## src/hw/panel_pkg.sv

```systemverilog
package panel_pkg;

    // One-hot major states of the processor
    typedef enum logic [4:0]
    {
        F0 = 5'b00001,  // Fetch
        D0 = 5'b00010,  // Defer
        E0 = 5'b00100,  // Execute
        H0 = 5'b01000,  // Halted
        HW = 5'b10000   // Halted, key still down
    } major_state_t;

    // Front panel key sequencer
    typedef enum logic [2:0]
    {
        wait_st  = 3'd0,
        trig1    = 3'd1,
        trig2    = 3'd2,
        trig3    = 3'd3,
        delay_st = 3'd4,
        reenable = 3'd5
    } trig_state_t;

    // Debounce counter is one bit wider, lockout ends on its top bit
    localparam int dbnce_nu_bits = 4;

endpackage

```

## src/hw/panel_key_if.sv

```systemverilog
`timescale 1ns/1ps

// Qualified panel keys, all high together for four clocks per press
interface panel_key_if;

    logic trigger;
    logic clear;
    logic extd_addr;
    logic addr_load;
    logic dep;
    logic exam;
    logic cont;

    modport source
    (
        output trigger, clear, extd_addr, addr_load, dep, exam, cont
    );

    modport sink
    (
        input trigger, clear, extd_addr, addr_load, dep, exam, cont
    );

endinterface

```

## src/hw/front_panel.sv

```systemverilog
`timescale 1ns/1ps

module front_panel
(
    input  logic                    clk,
    input  logic                    reset,
    input  panel_pkg::major_state_t state,
    input  logic                    clear,
    input  logic                    extd_addr,
    input  logic                    addr_load,
    input  logic                    dep,
    input  logic                    exam,
    input  logic                    cont,
    input  logic                    sing_step,
    input  logic                    halt,
    panel_key_if.source             keys
);

    panel_pkg::trig_state_t trig_state;
    logic [6:0] key_pat;  // Trigger then the six keys
    logic [panel_pkg::dbnce_nu_bits:0] trig_cnt;

    logic any_key;
    logic halted;
    logic running;
    logic cont_c;
    logic press_ok;

    assign any_key = clear | extd_addr | addr_load | dep | exam | cont;

    assign halted = (state == panel_pkg::H0) || (state == panel_pkg::HW);
    assign running = (state == panel_pkg::F0) || (state == panel_pkg::D0) ||
                     (state == panel_pkg::E0);

    // While running only cont is taken, and only when stepping or halting
    assign cont_c = cont & (sing_step | halt);

    assign press_ok = (trig_state == panel_pkg::wait_st) &&
                      ((halted && any_key) || (running && cont_c));

    assign {keys.trigger, keys.clear, keys.extd_addr, keys.addr_load,
            keys.dep, keys.exam, keys.cont} = key_pat;

    always_ff @(posedge clk)
    begin
        if (reset)
        begin
            trig_state <= panel_pkg::wait_st;
            key_pat    <= '0;
            trig_cnt   <= '0;
        end
        else
        begin
            case (trig_state)
                panel_pkg::wait_st:
                    if (press_ok)
                    begin
                        trig_state <= panel_pkg::trig1;
                        key_pat    <= {1'b1, clear, extd_addr, addr_load, dep, exam, cont};
                    end
                panel_pkg::trig1:
                    trig_state <= panel_pkg::trig2;
                panel_pkg::trig2:
                    trig_state <= panel_pkg::trig3;
                panel_pkg::trig3:
                    trig_state <= panel_pkg::delay_st;
                panel_pkg::delay_st:
                begin
                    key_pat <= '0;  // Pulse ends after first delay clock
                    if (trig_cnt[panel_pkg::dbnce_nu_bits])
                        trig_state <= panel_pkg::reenable;
                end
                panel_pkg::reenable:
                    trig_state <= panel_pkg::wait_st;
                default:
                    trig_state <= panel_pkg::wait_st;
            endcase

            // Lockout timing starts over on every accepted press
            if (trig_state == panel_pkg::trig1)
                trig_cnt <= '0;
            else
                trig_cnt <= trig_cnt + 1'b1;
        end
    end

endmodule

```

## src/flat_wrapper.sv

```systemverilog
// flat-port wrapper written by rule: the top's interface ports become plain ports
module front_panel_flat 
  (clk, reset, state, clear, extd_addr, addr_load, dep, exam, cont, sing_step, halt, keys_trigger, keys_clear, keys_extd_addr, keys_addr_load, keys_dep, keys_exam, keys_cont);
  panel_key_if keys_i ();
  input  logic clk;
  input  logic reset;
  input  panel_pkg::major_state_t state;
  input  logic clear;
  input  logic extd_addr;
  input  logic addr_load;
  input  logic dep;
  input  logic exam;
  input  logic cont;
  input  logic sing_step;
  input  logic halt;
  output wire logic [$bits(keys_i.trigger)-1:0] keys_trigger;
  output wire logic [$bits(keys_i.clear)-1:0] keys_clear;
  output wire logic [$bits(keys_i.extd_addr)-1:0] keys_extd_addr;
  output wire logic [$bits(keys_i.addr_load)-1:0] keys_addr_load;
  output wire logic [$bits(keys_i.dep)-1:0] keys_dep;
  output wire logic [$bits(keys_i.exam)-1:0] keys_exam;
  output wire logic [$bits(keys_i.cont)-1:0] keys_cont;
  assign keys_trigger = keys_i.trigger;
  assign keys_clear = keys_i.clear;
  assign keys_extd_addr = keys_i.extd_addr;
  assign keys_addr_load = keys_i.addr_load;
  assign keys_dep = keys_i.dep;
  assign keys_exam = keys_i.exam;
  assign keys_cont = keys_i.cont;
  front_panel u_core (.clk(clk), .reset(reset), .state(state), .clear(clear), .extd_addr(extd_addr), .addr_load(addr_load), .dep(dep), .exam(exam), .cont(cont), .sing_step(sing_step), .halt(halt), .keys(keys_i));
endmodule
```

## config.mk

```make
export PLATFORM = sky130hd
export DESIGN_NAME = front_panel_flat
export DESIGN_NICKNAME = d
export VERILOG_FILES = /design/src/hw/panel_pkg.sv /design/src/hw/panel_key_if.sv /design/src/hw/front_panel.sv /design/src/flat_wrapper.sv
export SDC_FILE = /design/constraint.sdc
export NUM_CORES = 1
export LEC_CHECK = 0
export BUFFER_PORTS_ARGS = -buffer_cell sky130_fd_sc_hd__buf_4
export CORE_ASPECT_RATIO = 0.75
export CORE_MARGIN = 2
export CORE_UTILIZATION = 35
export CTS_BUF_LIST = sky130_fd_sc_hd__clkbuf_4 sky130_fd_sc_hd__clkbuf_8
export CTS_CLUSTER_DIAMETER = 30
export DETAILED_ROUTE_END_ITERATION = 10
export SLEW_MARGIN = 20
export SYNTH_ARGS = -nofsm -noshare
export SYNTH_HDL_FRONTEND = slang
export SYNTH_SLANG_ARGS = --single-unit
```

## constraint.sdc

```tcl
create_clock -name clk -period 2.6 [get_ports clk]
set_input_delay 0.65 -clock clk [delete_from_list [all_inputs] [get_ports clk]]
set_output_delay 0.65 -clock clk [all_outputs]
set_load 0.01 [all_outputs]
```

==> results of run 1 <==
==> worst min path at each step <==
stage / from / endpoint / slack [ns] / cells past startpoint
detailed placement: u_core.trig_cnt[0]$_SDFF_PP0_ / u_core.trig_cnt[0]$_SDFF_PP0_ / 0.44 / 1
CTS: u_core.trig_cnt[0]$_SDFF_PP0_ / u_core.trig_cnt[0]$_SDFF_PP0_ / 0.46 / 1
finish: u_core.trig_cnt[0]$_SDFF_PP0_ / u_core.trig_cnt[0]$_SDFF_PP0_ / 0.45 / 1
global placement: u_core.trig_cnt[0]$_SDFF_PP0_ / u_core.trig_cnt[0]$_SDFF_PP0_ / 0.43 / 1
global route: u_core.trig_cnt[0]$_SDFF_PP0_ / u_core.trig_cnt[0]$_SDFF_PP0_ / 0.48 / 1
floorplan: u_core.trig_cnt[0]$_SDFF_PP0_ / u_core.trig_cnt[0]$_SDFF_PP0_ / 0.42 / 1
==> cells by family after synthesis <==
| group | after synthesis | synth area share (%) |
|---|---|---|
| AND/OR/NAND/NOR | 33 | 24.3 |
| AO/OA/AOI/OAI | 27 | 29.3 |
| flip-flops | 15 | 35.1 |
| buffers and inverters | 8 | 3.66 |
| XOR/XNOR | 6 | 6.15 |
| adder cells (fa/ha/maj) | 1 | 1.46 |
==> layout make-up <==
class                           instances  share of cell area [%]
Inverter                                4                    1.41
Clock buffer                            4                    2.81
Tap cell                               34                    3.98
Multi-Input combinational cell         67                    48.9
Timing Repair Buffer                   21                    14.8
Sequential cell                        15                    28.1
==> power by group through the flow <==
stage | Sequential, mW | Clock, mW | Combinational [mW]
global placement | 0.260 | 0 | 0.107
finish | 0.256 | 0.144 | 0.109
CTS | 0.256 | 0.151 | 0.109
detailed placement | 0.261 | 0 | 0.109
floorplan | 0.261 | 0 | 0.0658
global route | 0.259 | 0.163 | 0.119
==> cell usage after synthesis <==
library cell / number / share of area, %
a211oi_1: 1 / 0.88
a21o_1: 1 / 0.88
a21oi_1: 1 / 0.59
a221oi_2: 1 / 1.8
a31oi_1: 6 / 4.4
and3_1: 5 / 3.7
and3_2: 1 / 0.88
buf_1: 2 / 0.88
buf_2: 1 / 0.59
clkbuf_1: 1 / 0.44
dfxtp_1: 15 / 35
ha_1: 1 / 1.5
inv_1: 4 / 1.8
nand2_1: 7 / 3.1
nand3_1: 3 / 1.8
nand3b_1: 1 / 0.88
nor2_1: 8 / 3.5
nor3_1: 2 / 1.2
nor4_4: 1 / 2.5
nor4b_4: 1 / 2.8
o2111ai_1: 6 / 6.1
o2bb2ai_1: 1 / 1.0
o311a_4: 1 / 2.5
o311ai_4: 1 / 3.1
o31ai_1: 7 / 6.1
o41ai_2: 1 / 1.9
or2_2: 2 / 1.5
or3b_4: 1 / 1.3
or4_4: 1 / 1.3
xnor2_1: 3 / 3.1
xor2_1: 3 / 3.1
==> cell usage in the layout, fill, tap and decap left out, types with 4 or more instances in the layout <==
cell / n
dfxtp_1: 15
a31oi_1: 6
and3_1: 5
clkbuf_4: 4
o31ai_1: 7
o2111ai_1: 6
buf_4: 21
nand2_1: 7
inv_1: 4
nor2_1: 8
==> through the flow <==
| step | power (mW) | instances | area (sq um) | hold WS, ns |
|---|---|---|---|---|
| 3_3_place_gp | 0.367 | 141 | 1040 | 0.429 |
| 2_1_floorplan | 0.327 | 90 | 855 | 0.418 |
| 5_1_grt | 0.541 | 145 | 1070 | 0.484 |
| 3_5_place_dp | 0.370 | 141 | 1040 | 0.438 |
| 4_1_cts | 0.517 | 145 | 1070 | 0.459 |
| 6_report | 0.509 | 145 | 1070 | 0.454 |
==> routing by layer <==
metal | vias up | GRT usage (%) | part of all wire [%]
met4 | 0 | 3.91 | 0
met3 | 0 | 4.96 | 3.9
met2 | 11 | 21.9 | 44
met5 | - | 0 | 0
li1 | 388 | - | -
met1 | 355 | 21.0 | 52
==> flip-flops by register name, indices dropped and copies added, names as in the netlist <==
name	cells
u_core.trig_cnt	5
u_core.key_pat	7
u_core.trig_state	3
==> worst max-delay path, stage by stage <==
cell	delay, ns
buf_4	0.12
or3b_4	0.43
nor4_4	0.52
o31ai_1	0.18
a221oi_2	0.23
==> results.md, run 1 <==
- Mapped Cells: 90
- Antenna-violating nets left: 0
- Total internal power: 0.367 mW
- Startpoint Class: input pin
- Syn Area/Cell: approximately 9.5 sq um
- Fill cells: ~230
- Skew-Pair Late Insertion Delay: 0.28 ns
- Minimum clock period: 1.93 ns
- Share of cells above drive strength 1: 32.4%
- CP startpoint: state[4]
- Sw frac: 27.9%
- GRT Util Overall: 14.9%
- Final GP Congestion: 0.700
- Initial Util: 37.0%
- Postcts setup bufs: 0
- Routed WL: a little under 2000 um
- Net Switching: 0.142 mW
- Clock Tree Buf Depth: 2
- Layout area overhead: 25.0%
- Max Cap Violations: 0
- Fin Setup TNS: 0 ns
- Reg-to-reg critical path endpoint: u_core.key_pat[3]$_SDFFE_PP0P_
- Static leakage: about 0.41 nW
- DRC: 0
- Critical Path Sink: u_core.key_pat[6]$_SDFFE_PP0P_
- Final setup vio count: 0
- Reg area: between 300 and 400 sq um
- Seq pwr share: 50.3%
- Final Core Density: 46.3%
- R2R setup slack: 1.21 ns
- Sequential cell area fraction in the yosys report: 35.1%
- Vias: 754
- Cts hold-fix bufs: 0
- Hold Crit Class: reg -> reg
- Pwr dens: 476 nW/um^2
- Drt wl/cell: 13.4 um
- Post-synth cell types: 31
- # IOs: 22
- Slew Viols, Final: 0
- Dpl hpwl: 1520 um
- Critical R2R Launch: u_core.trig_state[0]$_SDFFE_PP0P_
- Reg clk slew, reported paths: roughly 0.09 ns
- CTS buffer count: 3
- Register bit total from synthesis: 15
- Initial DRC Count: 23
- Core Area: 2310 sq um
- Reg2Reg Depth: 4
- First-pass GRT wire length: between 3000 and 4000 um
- Worst relative slew slack: 61.8%
- Die Ht: 46.8 um
- Clock root cell: clkbuf_4
- Die W: about 60 um
- Final nets: 128
- Initial antenna violation count: 0
- GRT overflow: 0
- Clock Skew: 0.000925 ns
- H-tree depth: 1
- Clk sinks: 15
- Place WS: 0.374 ns
- Worst Tran Pin Value: ~0.57 ns
- Post-synth net total: 106
- WS Path Type: in -> reg
- Share of total power in the clock network: between 20% and 30%
- Syn. warnings: 0
- Synth Cell Area: 855 sq um
- CTS tree: yes
- Largest net degree at the start of global routing: 15
- CP Data Required Time: ~2.8 ns
- Post-route setup slack: 0.668 ns
- Max frequency: 0.518 GHz
- Worst setup EP type: flop
- Area taken by multi-input logic gates: ~520 sq um
- Resize count post-CTS: 0
- Status: finished, final reports clean
- RSZ-0062 raised after global routing: false
- Rows: 15
- # diodes: 0
- Die ar.: 2860 sq um
- Worst VDD drop: between 200 and 300 uV
- Buffers on Ports: 21
- Combinational share of power: 21.5%
- Vias in the first global route: 658
- DR vias/cell: 5.20
- Final worst-path cycle share: 74.3%
- CP Max Fanout: 8
- Drt first pass iters: 4
- Worst Path Arrival: 2.14 ns
- Final hold viol count: 0
Note: power is estimated with default switching activity, not from simulation.
==> run 2: changes to the inputs <==
- clock period: 2.6 -> 2 ns (I/O delays scaled with it)
==> run 2 against run 1 <==
Die area stayed put. Final cell count grew 2.1%. Cell area increased by 2.1%. Sequential power grew 30%. Critical path type unchanged. Critical endpoint unchanged.
==> results.md, run 2 (synthesis gave the netlist of run 1 again) <==
- Status: finished, final reports clean
- Die Ht: ~47 um
- GRT Util Overall: 14.8%
- Static leakage: 0.428 nW
- Worst Tran Pin Value: 0.522 ns
- Clock root cell: clkbuf_4
- WS Path Type: in -> reg
- Fill cells: 238
- Final Core Density: between 40 and 50%
- Vias in the first global route: 687
- Dpl hpwl: roughly 1500 um
- Die W: 61.1 um
- Max Cap Violations: 0
- CP Max Fanout: 8
- Buffers on Ports: 21
- Startpoint Class: input pin
- Postcts setup bufs: 0
- Area taken by multi-input logic gates: 523 sq um
- Final setup vio count: 0
- Place WS: -0.0923 ns
- Most frequent cells in the layout: buf_4 (24), dfxtp_1 (15), nor2_1 (8)
- Reg clk slew, reported paths: 0.09 ns
- Top flop regs: u_core.key_pat x7, u_core.trig_cnt x5, u_core.trig_state x3
- # IOs: 22
- Worst Path Arrival: around 2 ns
- CTS buffer count: 3
- Most flop-heavy register: u_core.key_pat
- Vias: 751
- Largest net degree at the start of global routing: 15
- Cts hold-fix bufs: 0
- Initial DRC Count: 18
- Max frequency: 0.563 GHz
- Pwr dens: 614 nW/um^2
- Final Power: 0.670 mW
- Final worst-path cycle share: 88.8%
- First-pass GRT wire length: 3040 um
- Minimum clock period: 1.78 ns
- RSZ-0062 raised after global routing: false
- Final nets: 131
- DRC: 0
- Final hold viol count: 0
- Hold Crit Class: in -> reg
- Post-route setup slack: 0.224 ns
- Drt first pass iters: 3
- Worst VDD drop: around 370 uV
- CP Data Required Time: 2.17 ns
- Resize count post-CTS: 0
- Skew-Pair Late Insertion Delay: 0.29 ns
- CTS tree: yes
- Antenna-violating nets left: 0
- H-tree depth: 1
- Clock Tree Buf Depth: 2
- Die ar.: between 2000 and 3000 sq um
- Final GP Congestion: 0.696
- Core Area: 2310 sq um
- Worst setup EP type: flop
- Rows: 15
- DR vias/cell: 5.07
- Most common cell after layout, fill and taps aside: buf_4
- Initial antenna violation count: 0
- Largest register FFs: 7
- Clock Skew: around 0.0015 ns
- Worst relative slew slack: roughly two thirds
- # diodes: 0
- Layout area overhead: 27.7%
- Cells after DPL: 144
- Drt wl/cell: 12.5 um
- Slew Viols, Final: 0
- Layout Cells excl Fill: between 100 and 150
- Reg area: 300 sq um
- Share of cells above drive strength 1: 34.2%
- Fin Setup TNS: 0 ns
- GRT overflow: 0
- Clk sinks: 15
- Routed WL: 1850 um
- Initial Util: between 30% and 40%
## run 2: stage by stage
step	hold slack (ns)	area [sq um]
after detailed placement	0.444	1060
final	0.450	1090
after CTS	0.448	1090
after global routing	0.452	1090
after global placement	0.426	1060
after floorplan	0.418	855
## run 2: cell type report
type                    count  share of cell area, %
flip-flops and latches     15                   27.5
repair buffers             24                   16.5
inverters                   4                   1.38
clock buffers               4                   2.75
well taps                  34                   3.90
multi-input cells          67                   47.9
## run 2: worst max-delay path, cell delays in order
cell and delay [ns]:
buf_4 0.11, or4_4 0.55, o311a_4 0.37, o31ai_1 0.33
a221oi_2 0.09
## run 2: per-layer routing
layer	track usage (%)	vias up	part of all wire, %
met5	0	-	0
met1	19.7	342	50
met4	5.22	0	0.92
met2	21.7	10	45
met3	6.06	3	4.7
li1	-	396	-
## run 2: final timing paths
path,depth (start not counted),end,start,slack (ns)
worst max-delay path,5,u_core.key_pat[6]$_SDFFE_PP0P_,addr_load,0.22
worst min-delay path,2,u_core.key_pat[6]$_SDFFE_PP0P_,reset,0.45
worst max register to register,4,u_core.key_pat[3]$_SDFFE_PP0P_,u_core.trig_state[0]$_SDFFE_PP0P_,0.66
worst min register to register,1,u_core.trig_cnt[0]$_SDFF_PP0_,u_core.trig_cnt[0]$_SDFF_PP0_,0.46
## run 2: report_power, final
part | switching (mW) | leakage [nW] | internal, mW
clock | 0.105 | 0.0184 | 0.0913
combinational | 0.0707 | 0.287 | 0.0708
sequential | 0.0158 | 0.122 | 0.316
total | 0.191 | 0.428 | 0.478
==> run 3: changes to the inputs <==
- clock period: 2 -> 1.9 ns (I/O delays scaled with it)
==> run 3 against run 2 <==
Highest routed layer unchanged. Cell area is the same. Final cell count is the same. Flip-flop and latch count is the same. Via count grew 0.27%. Clock skew shrank 0.00095 ns. Sequential share of layout area is the same. Global-route usage is essentially flat. Clock power grew 2%.
==> results.md, run 3 (synthesis gave the netlist of run 1 again) <==
- Postcts setup bufs: 0
- DR vias/cell: 5.09
- First-pass GRT wire length: 2990 um
- Max layer used: met4
- Minimum clock period: 1.77 ns
- WS Path Type: in -> reg
- Met3 wire length: ~89 um
- Static leakage: 0.428 nW
- Hold Crit Class: in -> reg
- Largest register FFs: 7
- Most flop-heavy register: u_core.key_pat
- Max frequency: 0.566 GHz
- Min-Delay Startpoint: reset
- # diodes: 0
- Final Power: 0.699 mW
- Worst relative slew slack: 66.8%
- Final setup vio count: 0
- Worst Path Arrival: 1.93 ns
- Clock Skew: about 0.0006 ns
- Layout area overhead: 27.7%
- Vias: 753
- CTS tree: yes
- Buffers on Ports: 21
- Reg2Reg Depth: 4
- Die W: about 60 um
- Antenna-violating nets left: 0
- Pwr dens: 641 nW/um^2
- H-tree depth: 1
- Rows: 15
- Final nets: ~130
- Dpl hpwl: approximately 1500 um
- Metal-1 WL: 933 um
- Worst hold stages: 2
- Final GP Congestion: 0.687
- Max Cap Violations: 0
- Clock root cell: clkbuf_4
- Worst setup EP type: flop
- Cell family with most CP delay: compound AO/OA/AOI/OAI gates
- Slowest CP cell: or4_4
- Share of cells above drive strength 1: between 30% and 40%
- Initial Util: a little under two fifths
- Status: finished, final reports clean
- CP Max Fanout: 8
- GRT overflow: 0
- Resize count post-CTS: 0
- Most frequent cells in the layout: buf_4 (24), dfxtp_1 (15), nor2_1 (8)
- Post-route setup slack: 0.132 ns
- Cts hold-fix bufs: 0
- Drt first pass iters: 4
- Vias in the first global route: 614
- Max stage delay on crit path: 0.55 ns
- Clk sinks: 15
- Die ar.: 2860 sq um
- Initial antenna violation count: 0
- Met2 Routed Length: 800 um
- Routed WL: 1860 um
- Final Core Density: 47.3%
- Cells after DPL: 144
- Core Area: 2310 sq um
- Clock Tree Buf Depth: 2
- Worst Tran Pin Value: 0.496 ns
- Skew-Pair Late Insertion Delay: just under 0.3 ns
- Critical path buffers and inverters: 1
- Layout Cells excl Fill: 148
- RSZ-0062 raised after global routing: false
- Worst VDD drop: 391 uV
- GRT Util Overall: between 10% and 20%
- Final hold viol count: 0
- Initial DRC Count: 18
- Largest net degree at the start of global routing: 15
- Reg clk slew, reported paths: ~0.090 ns
- Top flop regs: u_core.key_pat x7, u_core.trig_cnt x5, u_core.trig_state x3
- Place WS: -0.174 ns
- Hold EP: u_core.key_pat[6]$_SDFFE_PP0P_
- Crit path cell chain: buf_4, or4_4, o311a_4, o31ai_1, a221oi_2
- Drt wl/cell: 12.6 um
- Critical R2R Launch: u_core.trig_state[1]$_SDFFE_PP0P_
- Slew Viols, Final: 0
- CP Data Required Time: about 2 ns
- Die Ht: around 47 um
- Final worst-path cycle share: 93.0%
- Reg-to-reg critical path endpoint: u_core.key_pat[2]$_SDFFE_PP0P_
- R2R setup slack: 0.55 ns
- DRC: 0
- Most common cell after layout, fill and taps aside: buf_4
- Startpoint Class: input pin
- CTS buffer count: 3
- # IOs: 22
[run 3: cell counts in the layout (fill, tap and decap cells not counted)]
No cell type changed its count.
[run 3: per-stage QoR]
stage               area [sq um]  TNS (ns)  hold slack (ns)
floorplan                    855         0            0.418
global placement            1060    -0.574            0.428
detailed placement          1060    -0.798            0.445
CTS                         1090         0            0.427
global route                1090         0            0.431
finish                      1090         0            0.434
[run 3: worst max path at each step]
stage,startpoint,endpoint,slack [ns],depth (start not counted)
after floorplan,addr_load,u_core.key_pat[6]$_SDFFE_PP0P_,0.08,4
final,addr_load,u_core.key_pat[6]$_SDFFE_PP0P_,0.13,5
after global routing,addr_load,u_core.key_pat[6]$_SDFFE_PP0P_,0.11,5
after detailed placement,addr_load,u_core.key_pat[6]$_SDFFE_PP0P_,-0.17,5
after CTS,addr_load,u_core.key_pat[6]$_SDFFE_PP0P_,0.13,5
after global placement,addr_load,u_core.key_pat[6]$_SDFFE_PP0P_,-0.14,5
[run 3: where the power goes]
| part | switching, mW | internal (mW) |
|---|---|---|
| combinational | 0.0749 | 0.0746 |
| clock | 0.104 | 0.0959 |
| sequential | 0.0171 | 0.333 |
[run 3: cell type report]
type / instances / area [sq um]
Tap cell: 34 / 42.5
Timing Repair Buffer: 24 / 180
Multi-Input combinational cell: 67 / 523
Inverter: 4 / 15.0
Fill cell: 235 / 1220
Clock buffer: 4 / 30.0
Sequential cell: 15 / 300
[run 3: layer usage]
metal	up-vias	GRT usage (%)
li1	393	-
met1	340	20.9
met2	14	18.9
met3	6	6.34
met4	0	6.96
met5	-	0
