--- src/hw/pdp8_isa_pkg.sv ---
package pdp8_isa_pkg;

    localparam int word_bits = 12;
    localparam int addr_bits = 12;
    localparam int field_bits = 3;
    localparam int mem_words = 1 << addr_bits;

    // Instruction layout, bit 0 is the LSB
    localparam int opcode_lsb = 9;
    localparam int offset_bits = 7;  // Address within a page

    typedef enum logic [2:0]
    {
        and_op = 3'o0,
        tad_op = 3'o1,
        isz_op = 3'o2,
        dca_op = 3'o3,
        jms_op = 3'o4,
        jmp_op = 3'o5,
        iot_op = 3'o6,
        opr_op = 3'o7
    } opcode_t;

    // Memory reference bits
    localparam int indirect_bit = 8;
    localparam int page_bit = 7;  // Set for current page

    // Operate bits
    localparam int group_bit = 8;
    localparam int cla_bit = 7;
    localparam int cll_bit = 6;
    localparam int cma_bit = 5;
    localparam int cml_bit = 4;
    localparam int iac_bit = 0;
    localparam int hlt_bit = 1;  // Group 2 only

endpackage

--- src/hw/panel_pkg.sv ---
package panel_pkg;

    // One-hot major states of the processor
    typedef enum logic [4:0]
    {
        F0 = 5'b00001,  // Fetch
        D0 = 5'b00010,  // Defer
        E0 = 5'b00100,  // Execute
        H0 = 5'b01000,  // Halted
        HW = 5'b10000   // Halted, key still down
    } major_state_t;

    // Front panel key sequencer
    typedef enum logic [2:0]
    {
        wait_st  = 3'd0,
        trig1    = 3'd1,
        trig2    = 3'd2,
        trig3    = 3'd3,
        delay_st = 3'd4,
        reenable = 3'd5
    } trig_state_t;

    // Debounce counter is one bit wider, lockout ends on its top bit
    localparam int dbnce_nu_bits = 4;

endpackage

--- src/hw/panel_key_if.sv ---
`timescale 1ns/1ps

// Qualified panel keys, all high together for four clocks per press
interface panel_key_if;

    logic trigger;
    logic clear;
    logic extd_addr;
    logic addr_load;
    logic dep;
    logic exam;
    logic cont;

    modport source
    (
        output trigger, clear, extd_addr, addr_load, dep, exam, cont
    );

    modport sink
    (
        input trigger, clear, extd_addr, addr_load, dep, exam, cont
    );

endinterface

--- src/hw/cpu_control.sv ---
`timescale 1ns/1ps

module cpu_control
(
    input  logic                                  clk,
    input  logic                                  reset,
    input  logic [pdp8_isa_pkg::word_bits-1:0]    switch_reg,
    input  logic                                  sing_step,
    input  logic                                  halt,
    panel_key_if.sink                             keys,
    input  logic [pdp8_isa_pkg::word_bits-1:0]    mem_rdata,
    output logic [pdp8_isa_pkg::addr_bits-1:0]    mem_addr,
    output logic [pdp8_isa_pkg::word_bits-1:0]    mem_wdata,
    output logic                                  mem_we,
    output panel_pkg::major_state_t               state,
    output logic [pdp8_isa_pkg::addr_bits-1:0]    pc,
    output logic [pdp8_isa_pkg::word_bits-1:0]    ac,
    output logic                                  link,
    output logic [pdp8_isa_pkg::word_bits-1:0]    mb,
    output logic [pdp8_isa_pkg::field_bits-1:0]   inst_field,
    output logic                                  run
);

    logic [pdp8_isa_pkg::addr_bits-1:0] ma;
    pdp8_isa_pkg::opcode_t ir;
    logic phase;  // Low presents the address, high uses the data
    logic op_dep;
    logic op_exam;
    logic trig_q;
    logic step_req;  // Cont pulse seen, not yet used by a major state

    pdp8_isa_pkg::opcode_t fetch_op;
    logic [pdp8_isa_pkg::addr_bits-pdp8_isa_pkg::offset_bits-1:0] page_hi;
    logic [pdp8_isa_pkg::addr_bits-1:0] eaddr;
    logic [pdp8_isa_pkg::word_bits:0] opr_lac;
    logic [pdp8_isa_pkg::word_bits:0] tad_sum;
    logic [pdp8_isa_pkg::word_bits-1:0] isz_inc;
    logic hlt_now;
    logic stop;
    logic f0_done;
    logic advance;

    assign fetch_op = pdp8_isa_pkg::opcode_t'(
        mem_rdata[pdp8_isa_pkg::word_bits-1:pdp8_isa_pkg::opcode_lsb]);

    assign page_hi = mem_rdata[pdp8_isa_pkg::page_bit] ?
                     pc[pdp8_isa_pkg::addr_bits-1:pdp8_isa_pkg::offset_bits] : '0;
    assign eaddr = {page_hi, mem_rdata[pdp8_isa_pkg::offset_bits-1:0]};

    assign tad_sum = {1'b0, ac} + {1'b0, mem_rdata};
    assign isz_inc = mem_rdata + 1'b1;

    assign hlt_now = (fetch_op == pdp8_isa_pkg::opr_op) &&
                     mem_rdata[pdp8_isa_pkg::group_bit] && mem_rdata[pdp8_isa_pkg::hlt_bit];
    assign stop = halt | ((state == panel_pkg::F0) && hlt_now);

    // Instructions that finish in the fetch cycle
    assign f0_done = (fetch_op == pdp8_isa_pkg::opr_op) ||
                     (fetch_op == pdp8_isa_pkg::iot_op) ||
                     ((fetch_op == pdp8_isa_pkg::jmp_op) &&
                      !mem_rdata[pdp8_isa_pkg::indirect_bit]);

    assign advance = ((state == panel_pkg::F0) || (state == panel_pkg::D0) ||
                      (state == panel_pkg::E0)) && !phase && (!sing_step || step_req);

    assign mem_addr = ((state == panel_pkg::F0) || (state == panel_pkg::H0)) ? pc : ma;

    // Group 1 microcode sequence
    always_comb
    begin
        opr_lac = {link, ac};
        if (mem_rdata[pdp8_isa_pkg::cla_bit])
            opr_lac[pdp8_isa_pkg::word_bits-1:0] = '0;
        if (mem_rdata[pdp8_isa_pkg::cll_bit])
            opr_lac[pdp8_isa_pkg::word_bits] = 1'b0;
        if (mem_rdata[pdp8_isa_pkg::cma_bit])
            opr_lac[pdp8_isa_pkg::word_bits-1:0] = ~opr_lac[pdp8_isa_pkg::word_bits-1:0];
        if (mem_rdata[pdp8_isa_pkg::cml_bit])
            opr_lac[pdp8_isa_pkg::word_bits] = ~opr_lac[pdp8_isa_pkg::word_bits];
        if (mem_rdata[pdp8_isa_pkg::iac_bit])
            opr_lac = opr_lac + 1'b1;  // Carry flips link
    end

    always_comb
    begin
        mem_we = 1'b0;
        mem_wdata = mb;
        if (state == panel_pkg::HW)
            mem_we = op_dep;
        else if ((state == panel_pkg::E0) && phase)
        begin
            case (ir)
                pdp8_isa_pkg::isz_op:
                begin
                    mem_we = 1'b1;
                    mem_wdata = isz_inc;
                end
                pdp8_isa_pkg::dca_op:
                begin
                    mem_we = 1'b1;
                    mem_wdata = ac;
                end
                pdp8_isa_pkg::jms_op:
                begin
                    mem_we = 1'b1;
                    mem_wdata = pc;  // Return address
                end
                default:
                    mem_we = 1'b0;
            endcase
        end
    end

    always_ff @(posedge clk)
    begin
        if (reset)
        begin
            state      <= panel_pkg::H0;
            phase      <= 1'b0;
            run        <= 1'b0;
            pc         <= '0;
            ac         <= '0;
            link       <= 1'b0;
            inst_field <= '0;
            op_dep     <= 1'b0;
            op_exam    <= 1'b0;
            trig_q     <= 1'b0;
            step_req   <= 1'b0;
        end
        else
        begin
            trig_q <= keys.trigger;
            // The cont that starts a stepped run also releases the first fetch
            if (keys.trigger && !trig_q && keys.cont)
                step_req <= 1'b1;
            else if (!sing_step || advance)
                step_req <= 1'b0;

            if (advance)
                phase <= 1'b1;

            case (state)
                panel_pkg::H0:
                    if (keys.trigger && !trig_q)  // New press only
                    begin
                        state <= panel_pkg::HW;
                        if (keys.clear)
                        begin
                            ac   <= '0;
                            link <= 1'b0;
                        end
                        if (keys.extd_addr)
                            inst_field <= switch_reg[pdp8_isa_pkg::field_bits-1:0];
                        if (keys.addr_load)
                            pc <= switch_reg;
                        if (keys.dep || keys.exam)
                        begin
                            ma <= pc;
                            pc <= pc + 1'b1;
                        end
                        if (keys.dep)
                            mb <= switch_reg;
                        op_dep  <= keys.dep;
                        op_exam <= keys.exam;
                        run     <= keys.cont & ~halt;
                    end
                panel_pkg::HW:
                begin
                    op_dep  <= 1'b0;
                    op_exam <= 1'b0;
                    if (op_exam)
                        mb <= mem_rdata;  // Read issued in H0
                    if (!keys.trigger)
                    begin
                        state <= run ? panel_pkg::F0 : panel_pkg::H0;
                        phase <= 1'b0;
                    end
                end
                panel_pkg::F0:
                    if (phase)
                    begin
                        phase <= 1'b0;
                        mb    <= mem_rdata;
                        ir    <= fetch_op;
                        pc    <= pc + 1'b1;
                        if ((fetch_op == pdp8_isa_pkg::opr_op) &&
                            !mem_rdata[pdp8_isa_pkg::group_bit])
                            {link, ac} <= opr_lac;
                        if (fetch_op == pdp8_isa_pkg::jmp_op)
                            pc <= eaddr;  // Indirect target replaces it in D0
                        if (f0_done)
                        begin
                            state <= stop ? panel_pkg::H0 : panel_pkg::F0;
                            run   <= ~stop;
                        end
                        else
                        begin
                            ma    <= eaddr;
                            state <= mem_rdata[pdp8_isa_pkg::indirect_bit] ?
                                     panel_pkg::D0 : panel_pkg::E0;
                        end
                    end
                panel_pkg::D0:
                    if (phase)
                    begin
                        phase <= 1'b0;
                        mb    <= mem_rdata;
                        if (ir == pdp8_isa_pkg::jmp_op)
                        begin
                            pc    <= mem_rdata;
                            state <= stop ? panel_pkg::H0 : panel_pkg::F0;
                            run   <= ~stop;
                        end
                        else
                        begin
                            ma    <= mem_rdata;
                            state <= panel_pkg::E0;
                        end
                    end
                panel_pkg::E0:
                    if (phase)
                    begin
                        phase <= 1'b0;
                        state <= stop ? panel_pkg::H0 : panel_pkg::F0;
                        run   <= ~stop;
                        mb    <= mem_rdata;
                        case (ir)
                            pdp8_isa_pkg::and_op:
                                ac <= ac & mem_rdata;
                            pdp8_isa_pkg::tad_op:
                            begin
                                ac   <= tad_sum[pdp8_isa_pkg::word_bits-1:0];
                                link <= link ^ tad_sum[pdp8_isa_pkg::word_bits];
                            end
                            pdp8_isa_pkg::isz_op:
                            begin
                                mb <= isz_inc;
                                if (isz_inc == '0)
                                    pc <= pc + 1'b1;  // Skip
                            end
                            pdp8_isa_pkg::dca_op:
                            begin
                                mb <= ac;
                                ac <= '0;
                            end
                            pdp8_isa_pkg::jms_op:
                            begin
                                mb <= pc;
                                pc <= ma + 1'b1;
                            end
                            default:
                                ac <= ac;
                        endcase
                    end
                default:
                    state <= panel_pkg::H0;
            endcase
        end
    end

endmodule

--- src/flat_wrapper.sv ---
// flat-port wrapper written by rule: the top's interface ports become plain ports
module cpu_control_flat 
  (clk, reset, switch_reg, sing_step, halt, mem_rdata, mem_addr, mem_wdata, mem_we, state, pc, ac, link, mb, inst_field, run, keys_trigger, keys_clear, keys_extd_addr, keys_addr_load, keys_dep, keys_exam, keys_cont);
  panel_key_if keys_i ();
  input  logic clk;
  input  logic reset;
  input  logic [pdp8_isa_pkg::word_bits-1:0] switch_reg;
  input  logic sing_step;
  input  logic halt;
  input  logic [pdp8_isa_pkg::word_bits-1:0] mem_rdata;
  output logic [pdp8_isa_pkg::addr_bits-1:0] mem_addr;
  output logic [pdp8_isa_pkg::word_bits-1:0] mem_wdata;
  output logic mem_we;
  output panel_pkg::major_state_t state;
  output logic [pdp8_isa_pkg::addr_bits-1:0] pc;
  output logic [pdp8_isa_pkg::word_bits-1:0] ac;
  output logic link;
  output logic [pdp8_isa_pkg::word_bits-1:0] mb;
  output logic [pdp8_isa_pkg::field_bits-1:0] inst_field;
  output logic run;
  input wire logic [$bits(keys_i.trigger)-1:0] keys_trigger;
  input wire logic [$bits(keys_i.clear)-1:0] keys_clear;
  input wire logic [$bits(keys_i.extd_addr)-1:0] keys_extd_addr;
  input wire logic [$bits(keys_i.addr_load)-1:0] keys_addr_load;
  input wire logic [$bits(keys_i.dep)-1:0] keys_dep;
  input wire logic [$bits(keys_i.exam)-1:0] keys_exam;
  input wire logic [$bits(keys_i.cont)-1:0] keys_cont;
  assign keys_i.trigger = keys_trigger;
  assign keys_i.clear = keys_clear;
  assign keys_i.extd_addr = keys_extd_addr;
  assign keys_i.addr_load = keys_addr_load;
  assign keys_i.dep = keys_dep;
  assign keys_i.exam = keys_exam;
  assign keys_i.cont = keys_cont;
  cpu_control u_core (.clk(clk), .reset(reset), .switch_reg(switch_reg), .sing_step(sing_step), .halt(halt), .keys(keys_i), .mem_rdata(mem_rdata), .mem_addr(mem_addr), .mem_wdata(mem_wdata), .mem_we(mem_we), .state(state), .pc(pc), .ac(ac), .link(link), .mb(mb), .inst_field(inst_field), .run(run));
endmodule
--- config.mk ---
export PLATFORM = sky130hd
export DESIGN_NAME = cpu_control_flat
export DESIGN_NICKNAME = d
export VERILOG_FILES = /design/src/hw/pdp8_isa_pkg.sv /design/src/hw/panel_pkg.sv /design/src/hw/panel_key_if.sv /design/src/hw/cpu_control.sv /design/src/flat_wrapper.sv
export SDC_FILE = /design/constraint.sdc
export NUM_CORES = 1
export LEC_CHECK = 0
export ABC_AREA = 1
export BUFFER_PORTS_ARGS = -buffer_cell sky130_fd_sc_hd__buf_2
export CAP_MARGIN = 15
export CORE_MARGIN = 1
export CORE_UTILIZATION = 40
export CTS_CLUSTER_DIAMETER = 50
export DETAILED_ROUTE_END_ITERATION = 12
export MAX_ROUTING_LAYER = met4
export SYNTH_ARGS = -nofsm -noshare
export SYNTH_HDL_FRONTEND = slang
export SYNTH_SLANG_ARGS = --single-unit
--- constraint.sdc ---
create_clock -name clk -period 3 [get_ports clk]
set_input_delay 0.3 -clock clk [delete_from_list [all_inputs] [get_ports clk]]
set_output_delay 0.3 -clock clk [all_outputs]
set_load 0.02 [all_outputs]
==> results.cfg, run 1 <==
[critical_path]
rr_worst_depth = 13
slowest_delay_ps = 390
reg2reg_to = u_core.pc[11]$_SDFFE_PP0P_
path_max_fanout = 12
arrival_ps = 2330
cpMaxStageDelayCell = edfxtp_1
r2r-start = u_core.state[2]$_SDFFE_PP0P_
r2r_slack_ps = 600
worstPathCellList = inv_1, nand3_2, inv_2, a21oi_1, buf_4, inv_2, nand2_1, inv_1, buf_4, nor2_1, a31oi_1, buf_2
endpoint_kind = output port
cp-start-kind = flop
critPathKind = reg2out
crit_required_ps = 2700

[logic_synthesis]
yosys_warnings = 0
yosysMostFrequentCell = nand2_1
synthFlopType = dfxtp_1
yosysTopAreaCellShare = 0.157
synth_commonest_cells = nand2_1, nor2_1, inv_1, nand3_1, o21ai_0
synth_top_area_cell = nand2_1
synthTopCellsByArea = nand2_1, edfxtp_1, dfxtp_1
syn_nets = 1132
ys_seq_area_frac = 0.246
ys_ff_latch = 66
syn_inst = 1078
synth_cell_types = 49
synth_edf_count = 27
syn_area_mm2 = 0.00647
async_reset_ff_frac = 0
avgSynthCellArea_um2 = 6.00

[route]
drt-initial-drc-count = 692
via_per_inst = 5.46
drt_pass1_iterations = 5
ant_nets = 0
vias = 7643
routed_wl_um = 25700
drc = 0
wl_per_cell_um = 18.3

[floorplan]
die_x_um = 129
ios = 106
die_h_um = 129
dieArea_mm2 = 0.0167
core_area_mm2 = 0.0158
initial_core_util = 0.409
rows = 46

[pwr]
p_leak_uw = 0.00359
cellPowerDensity_mw_per_mm2 = 475
ir_worst_vdd_v = 0.000281

[clocking]
h-tree-depth = 3
cts.path.max_buffers = 2
post_cts_buffers = 0
clockRootBuffer = clkbuf_16
clk_pin_slew_ps = 60
cts_tree = done
insertion_delay_ps = 350
post_cts_resized = 0
cts.sinks = 66
cts_hold_buf = 0
numCtsBuffers = 9

[place]
dp.cells = 1384
gp_congestion = 0.999
io_buffers = 105
dp_hpwl_um = 19900

[sta]
totalNegativeSetupSlack_ps = 0
min_period_ps = 2630
grt_setup_unrepaired = false
setup_violations = 0
clock.fmax_ghz = 0.381
finalCritPeriodShare = 0.876
slew_headroom = 0.382
worstMarginPinSlew_ps = 926
hold_viol = 0
skew_ps = 8.00
slew_violations = 0

[job]
maxCapViolations = 0

[global_routing]
grt_max_degree = 26
antenna_found_initial = 0
grt_pass1_vias = 6948
grt_first_pass_wirelength_um = 39200
grt_usage = 0.325
grt_overflow = 0

[run_status]
status = finished clean

[worst_hold_path]
hp-start = keys_trigger
whs_endpoint = u_core.trig_q$_SDFF_PP0_
hp-class = in2reg
holdPathStages = 3

[cells_and_area]
area_growth_pct = 16.5
fin_nets = 1233
drive_above_1_share = 0.149
diodes = 0
utilization = 0.476
instances_no_fill = 1400
==> worst max-delay path, delay by kind of cell, from the launching register on <==
kind,cells,cell delay (ps)
buffers and inverters,7,1200
flip-flops,1,390
AND/OR/NAND/NOR,3,200
AO/OA/AOI/OAI,2,180
==> registers in the layout, summed over array words and instances (netlist names), 3 cells and up <==
signal / cells
u_core.inst_field: 3
u_core.pc: 12
u_core.mb: 12
u_core.ir: 3
u_core.state: 5
u_core.ma: 12
u_core.ac: 12
==> placed cells by master, fill, tap and decap left out, drive strengths merged <==
cell type    n
nor3        15
a21boi       2
a21oi       65
clkinv       7
nand2      276
nor2       149
or2          3
xor2        11
xnor2        3
o21ai       95
mux2i        1
nand3b       3
fa           1
inv        136
edfxtp      27
o31ai        4
and2         1
o21bai       1
nand4       15
o211ai      18
nor3b        1
o22ai       11
nand2b       2
o221ai       5
clkbuf      11
a31oi        7
dfxtp       39
o22a         1
buf        129
ha          18
nand3      125
a22oi        2
==> kinds of logic (layout without fill, tap and decap cells) <==
kind of cell	count (synthesis)	after routing	synth area share
simple gates	590	590	0.398
xor+xnor	14	14	0.0190
fa+ha+maj	19	19	0.0379
mux	1	1	0.00155
buf+inv	177	283	0.116
compound gates	211	211	0.181
flops	66	66	0.246
==> where the power goes <==
part           total [uW]  switching [uW]  leakage, uW  internal, uW
registers            1180             137     0.000572          1040
logic                1260             855      0.00286           405
clock network        1130             464     0.000157           667
==> metrics by stage <==
stage                     area [um^2]  power [uW]  hold WS (ps)  setup slack (ps)
after CTS                        7530        3570           189               369
after floorplan                  6470        2030           399               481
final                            7530        3570           185               372
after global placement           7220        2440           435               461
after detailed placement         7220        2440           440               376
after global routing             7530        3770           206               156
==> worst max-delay path by stage <==
stage | startpoint | endpoint | cells past startpoint
after detailed placement | mem_rdata[5] | u_core.ac[8]$_SDFFE_PP0P_ | 16
final | u_core.ir[1]$_DFFE_PP_ | mem_wdata[2] | 12
after floorplan | u_core.state[0]$_SDFFE_PP0P_ | u_core.ma[0]$_DFFE_PP_ | 7
after global placement | mem_rdata[5] | u_core.ac[8]$_SDFFE_PP0P_ | 16
after global routing | u_core.ir[1]$_DFFE_PP_ | mem_wdata[2] | 12
after CTS | u_core.ir[1]$_DFFE_PP_ | mem_wdata[2] | 12
==> per-layer routing <==
metal	vias up	global-route usage	share of wire
met5	-	-	0
met4	0	0.125	0.033
met3	55	0.0508	0.071
met2	329	0.501	0.45
met1	3477	0.424	0.45
li1	3782	-	-
==> layout make-up <==
| class | count | area, um^2 |
|---|---|---|
| clock inverter | 5 | 38.8 |
| sequential | 66 | 1590 |
| multi-input combinational | 835 | 4130 |
| fill | 1710 | 8300 |
| timing repair buffer | 129 | 706 |
| clock buffer | 11 | 275 |
| tap | 216 | 270 |
| inverter | 138 | 519 |
Power figures use the tool's default switching activity.
==> inputs of run 2 (changes only) <==
--- a/config.mk
+++ b/config.mk
@@ -13,6 +13,7 @@
 export CTS_CLUSTER_DIAMETER = 50
 export DETAILED_ROUTE_END_ITERATION = 12
 export MAX_ROUTING_LAYER = met4
+export RECOVER_POWER = 25
 export SYNTH_ARGS = -nofsm -noshare
 export SYNTH_HDL_FRONTEND = slang
 export SYNTH_SLANG_ARGS = --single-unit
==> results.cfg, run 2 (synthesis results as in run 1) <==
[critical_path]
crit_start = u_core.ir[1]$_DFFE_PP_
crit_path_end = mem_wdata[2]
rr_worst_depth = 13
endpoint_kind = output port
critPathKind = reg2out
r2r-start = u_core.state[2]$_SDFFE_PP0P_
arrival_ps = 2330
path_max_fanout = 12
crit_required_ps = 2700
reg2reg_to = u_core.pc[11]$_SDFFE_PP0P_
cp-start-kind = flop
r2r_slack_ps = 590

[route]
wl_per_cell_um = 18.3
ant_nets = 0
vias = 7608
drc = 0
drt_pass1_iterations = 5
drt-initial-drc-count = 722
routed_wl_um = 25700
via_per_inst = 5.43

[pwr]
switchingPower_uw = 1460
cellPowerDensity_mw_per_mm2 = 476
internal_power_uw = 2100
seq_power_share = 0.332
p_leak_uw = 0.00345
sw_frac_of_total = 0.410
ir_worst_vdd_v = 0.000281
p_clk_frac = 0.318
power.total_uw = 3560
p_comb_frac = 0.350

[sta]
slew_violations = 0
worstMarginPinSlew_ps = 947
setup_violations = 0
hold_slack_ps = 185
min_period_ps = 2630
hold_viol = 0
skew_ps = 8.57
grt_setup_unrepaired = false
clock.fmax_ghz = 0.380
totalNegativeSetupSlack_ps = 0
finalCritPeriodShare = 0.878
slew_headroom = 0.369

[cells_and_area]
diodes = 0
most-common-layout-cells = nand2_1, nor2_1, inv_1, nand3_1, o21ai_0
fillCellCount = 1734
seq_area_mm2 = 0.00159
fin_nets = 1233
utilization = 0.473
area_growth_pct = 15.7
final_common_cell = nand2_1
multi_input_comb_area_mm2 = 0.00413
drive_above_1_share = 0.114

[global_routing]
grt_overflow = 0
grt_pass1_vias = 6948
grt_max_degree = 26
antenna_found_initial = 0
grt_usage = 0.325
grt_first_pass_wirelength_um = 39200

[clocking]
numCtsBuffers = 9
post_cts_resized = 0
cts_tree = done
h-tree-depth = 3
cts.sinks = 66
cts_hold_buf = 0
clk_pin_slew_ps = 60
post_cts_buffers = 0
clockRootBuffer = clkbuf_16
insertion_delay_ps = 350
cts.path.max_buffers = 2

[floorplan]
core_area_mm2 = 0.0158
dieArea_mm2 = 0.0167
die_h_um = 129
initial_core_util = 0.409
die_x_um = 129
rows = 46
ios = 106

[place]
dp_hpwl_um = 19900
gp_congestion = 0.999
io_buffers = 105

[worst_hold_path]
hp-class = in2reg

[job]
maxCapViolations = 0

[run_status]
status = finished clean
## run 2: cell types whose count changed in the layout (fill, tap and decap cells not counted)
cell,previous run,this run
buf_2,105,64
clkbuf_1,0,41
## run 2: worst min path at each step
stage / start / end / slack, ps / cells past startpoint
6_report: keys_trigger / u_core.trig_q$_SDFF_PP0_ / 180 / 3
5_1_grt: keys_trigger / u_core.trig_q$_SDFF_PP0_ / 210 / 3
4_1_cts: keys_trigger / u_core.trig_q$_SDFF_PP0_ / 190 / 3
3_5_place_dp: u_core.inst_field[1]$_SDFFE_PP0P_ / u_core.inst_field[1]$_SDFFE_PP0P_ / 440 / 2
3_3_place_gp: u_core.inst_field[1]$_SDFFE_PP0P_ / u_core.inst_field[1]$_SDFFE_PP0P_ / 440 / 2
2_1_floorplan: mem_rdata[9] / u_core.ir[0]$_DFFE_PP_ / 400 / 0
## run 2: power groups by stage
| stage | clock (uW) | combinational [uW] | sequential (uW) |
|---|---|---|---|
| floorplan | 0 | 789 | 1240 |
| global placement | 0 | 1240 | 1200 |
| detailed placement | 0 | 1240 | 1200 |
| CTS | 1140 | 1250 | 1180 |
| global route | 1180 | 1390 | 1190 |
| finish | 1130 | 1250 | 1180 |
## run 2: metrics by stage
stage	std cells	cell area (um^2)	setup WS, ps
finish	1400	7480	367
CTS	1400	7530	369
global placement	1384	7220	461
detailed placement	1384	7220	376
global route	1400	7480	155
floorplan	1078	6470	481
## run 2: area by class of cell
class,count,area share
multi-input combinational,835,0.552
sequential,66,0.213
timing repair buffer,129,0.0875
inverter,138,0.0694
clock buffer,11,0.0368
tap,216,0.0361
clock inverter,5,0.00518
## run 2: critical path: stages (launching register included)
cell      delay [ps]
edfxtp_1         380
inv_1            170
nand3_2          110
inv_2            160
a21oi_1           60
buf_4            160
inv_2             50
nand2_1           50
inv_1            250
buf_4            220
nor2_1            40
a31oi_1          120
buf_2            180
## run 2: metal layers
layer	share of wire	wire, um	track usage
met5	0	0	-
met4	0.035	890	0.125
met3	0.073	1880	0.0508
met2	0.44	11400	0.501
met1	0.45	11500	0.424
==> inputs of run 3 (changes only) <==
--- a/config.mk
+++ b/config.mk
@@ -7,12 +7,13 @@
 export LEC_CHECK = 0
 export ABC_AREA = 1
 export BUFFER_PORTS_ARGS = -buffer_cell sky130_fd_sc_hd__buf_2
-export CAP_MARGIN = 15
 export CORE_MARGIN = 1
-export CORE_UTILIZATION = 40
+export CORE_UTILIZATION = 55
 export CTS_CLUSTER_DIAMETER = 50
+export CTS_CLUSTER_SIZE = 14
 export DETAILED_ROUTE_END_ITERATION = 12
 export MAX_ROUTING_LAYER = met4
+export PLACE_DENSITY = 0.78
 export RECOVER_POWER = 25
 export SYNTH_ARGS = -nofsm -noshare
 export SYNTH_HDL_FRONTEND = slang
==> results.cfg, run 3 (synthesis results as in run 1) <==
[floorplan]
rows = 39
ios = 106
die_x_um = 110
die_h_um = 110
core_area_mm2 = 0.0114
dieArea_mm2 = 0.0122
initial_core_util = 0.566

[critical_path]
crit_path_end = mem_wdata[6]
r2r-start = u_core.state[4]$_SDFFE_PP0P_
endpoint_kind = output port
path_max_fanout = 20
crit_required_ps = 2700
arrival_ps = 2380
reg2reg_to = u_core.run$_SDFFE_PP0P_
cp-start-kind = flop
crit_start = u_core.state[2]$_SDFFE_PP0P_
r2r_slack_ps = 490
critPathKind = reg2out
rr_worst_depth = 11

[cells_and_area]
postLayoutCellArea_mm2 = 0.00733
fillCellCount = 1162
fin_nets = 1226
most-common-layout-cells = nand2_1, nor2_1, inv_1, nand3_1, o21ai_0
diodes = 0
final_common_cell = nand2_1
drive_above_1_share = 0.108
area_growth_pct = 13.3
utilization = 0.642

[sta]
slew_headroom = 0.315
totalNegativeSetupSlack_ps = 0
min_period_ps = 2680
grt_setup_unrepaired = false
setup_violations = 0
finalCritPeriodShare = 0.895
skew_ps = 8.31
hold_slack_ps = 183
worstMarginPinSlew_ps = 1030
clock.fmax_ghz = 0.372
hold_viol = 0
slew_violations = 0

[route]
routed_wl_um = 24100
drc = 0
vias = 7761
via_per_inst = 5.88
ant_nets = 0
wl_per_cell_um = 18.2
drt_pass1_iterations = 6
drt-initial-drc-count = 1215

[pwr]
cellPowerDensity_mw_per_mm2 = 484
ir_worst_vdd_v = 0.000362
p_leak_uw = 0.00340

[clocking]
post_cts_resized = 0
clockRootBuffer = clkbuf_16
insertion_delay_ps = 350
cts_tree = done
cts_hold_buf = 0
h-tree-depth = 3
cts.sinks = 66
cts.path.max_buffers = 2
numCtsBuffers = 9
clk_pin_slew_ps = 50
post_cts_buffers = 0

[run_status]
status = finished clean

[global_routing]
grt_overflow = 0
grt_first_pass_wirelength_um = 38200
grt_pass1_vias = 7064
grt_usage = 0.410
grt_max_degree = 27
antenna_found_initial = 0

[place]
dp_hpwl_um = 18300
gp_congestion = 0.986
placed_area_mm2 = 0.00707
io_buffers = 105

[job]
maxCapViolations = 0

[worst_hold_path]
hp-class = in2reg
run 3: per-stage QoR:
step / power [uW] / instances / worst slack, ps
final: 3550 / 1320 / 315
after global routing: 3710 / 1320 / 119
after CTS: 3520 / 1320 / 319
after detailed placement: 2410 / 1304 / 448
after global placement: 2400 / 1304 / 498
after floorplan: 2030 / 1078 / 481
run 3: how the worst min path moves through the flow:
stage                     cells after the start                               from                                end  slack (ps)
after floorplan                               0                       mem_rdata[9]             u_core.ir[0]$_DFFE_PP_         400
after global placement                        2  u_core.inst_field[2]$_SDFFE_PP0P_  u_core.inst_field[2]$_SDFFE_PP0P_         440
after detailed placement                      2  u_core.inst_field[0]$_SDFFE_PP0P_  u_core.inst_field[0]$_SDFFE_PP0P_         440
after CTS                                     3                       keys_trigger           u_core.trig_q$_SDFF_PP0_         180
after global routing                          3                       keys_trigger           u_core.trig_q$_SDFF_PP0_         210
final                                         3                       keys_trigger           u_core.trig_q$_SDFF_PP0_         180
run 3: layout make-up:
| type | count | area (um^2) | share of cell area |
|---|---|---|---|
| Multi-Input combinational cell | 835 | 4130 | 0.564 |
| Sequential cell | 66 | 1590 | 0.217 |
| Timing Repair Buffer | 122 | 602 | 0.0821 |
| Inverter | 138 | 519 | 0.0709 |
| Clock buffer | 12 | 256 | 0.0350 |
| Tap cell | 143 | 179 | 0.0244 |
| Clock inverter | 4 | 48.8 | 0.00666 |
run 3: per-layer routing:
layer / up-vias / global-route usage / wire length, um
met2: 484 / 0.603 / 10300
met5: - / - / 0
met1: 3422 / 0.564 / 10200
met3: 85 / 0.0587 / 2590
li1: 3770 / - / -
met4: 0 / 0.166 / 949
run 3: where the power goes:
part | leakage, uW | internal (uW) | switching (uW) | total [uW]
Combinational | 0.00268 | 385 | 851 | 1240
Sequential | 0.000572 | 1050 | 134 | 1180
Clock | 0.000149 | 689 | 441 | 1130
Total | 0.00340 | 2120 | 1430 | 3550
run 3: critical path, cell delays in order (launching register included):
cell     delay [ps]
dfxtp_1         390
inv_1            80
nor2_1          220
nand2_4         230
nor2_1          150
nand2_1          80
inv_1           420
nand3_1         160
o21ai_0         110
inv_1            50
buf_2           150
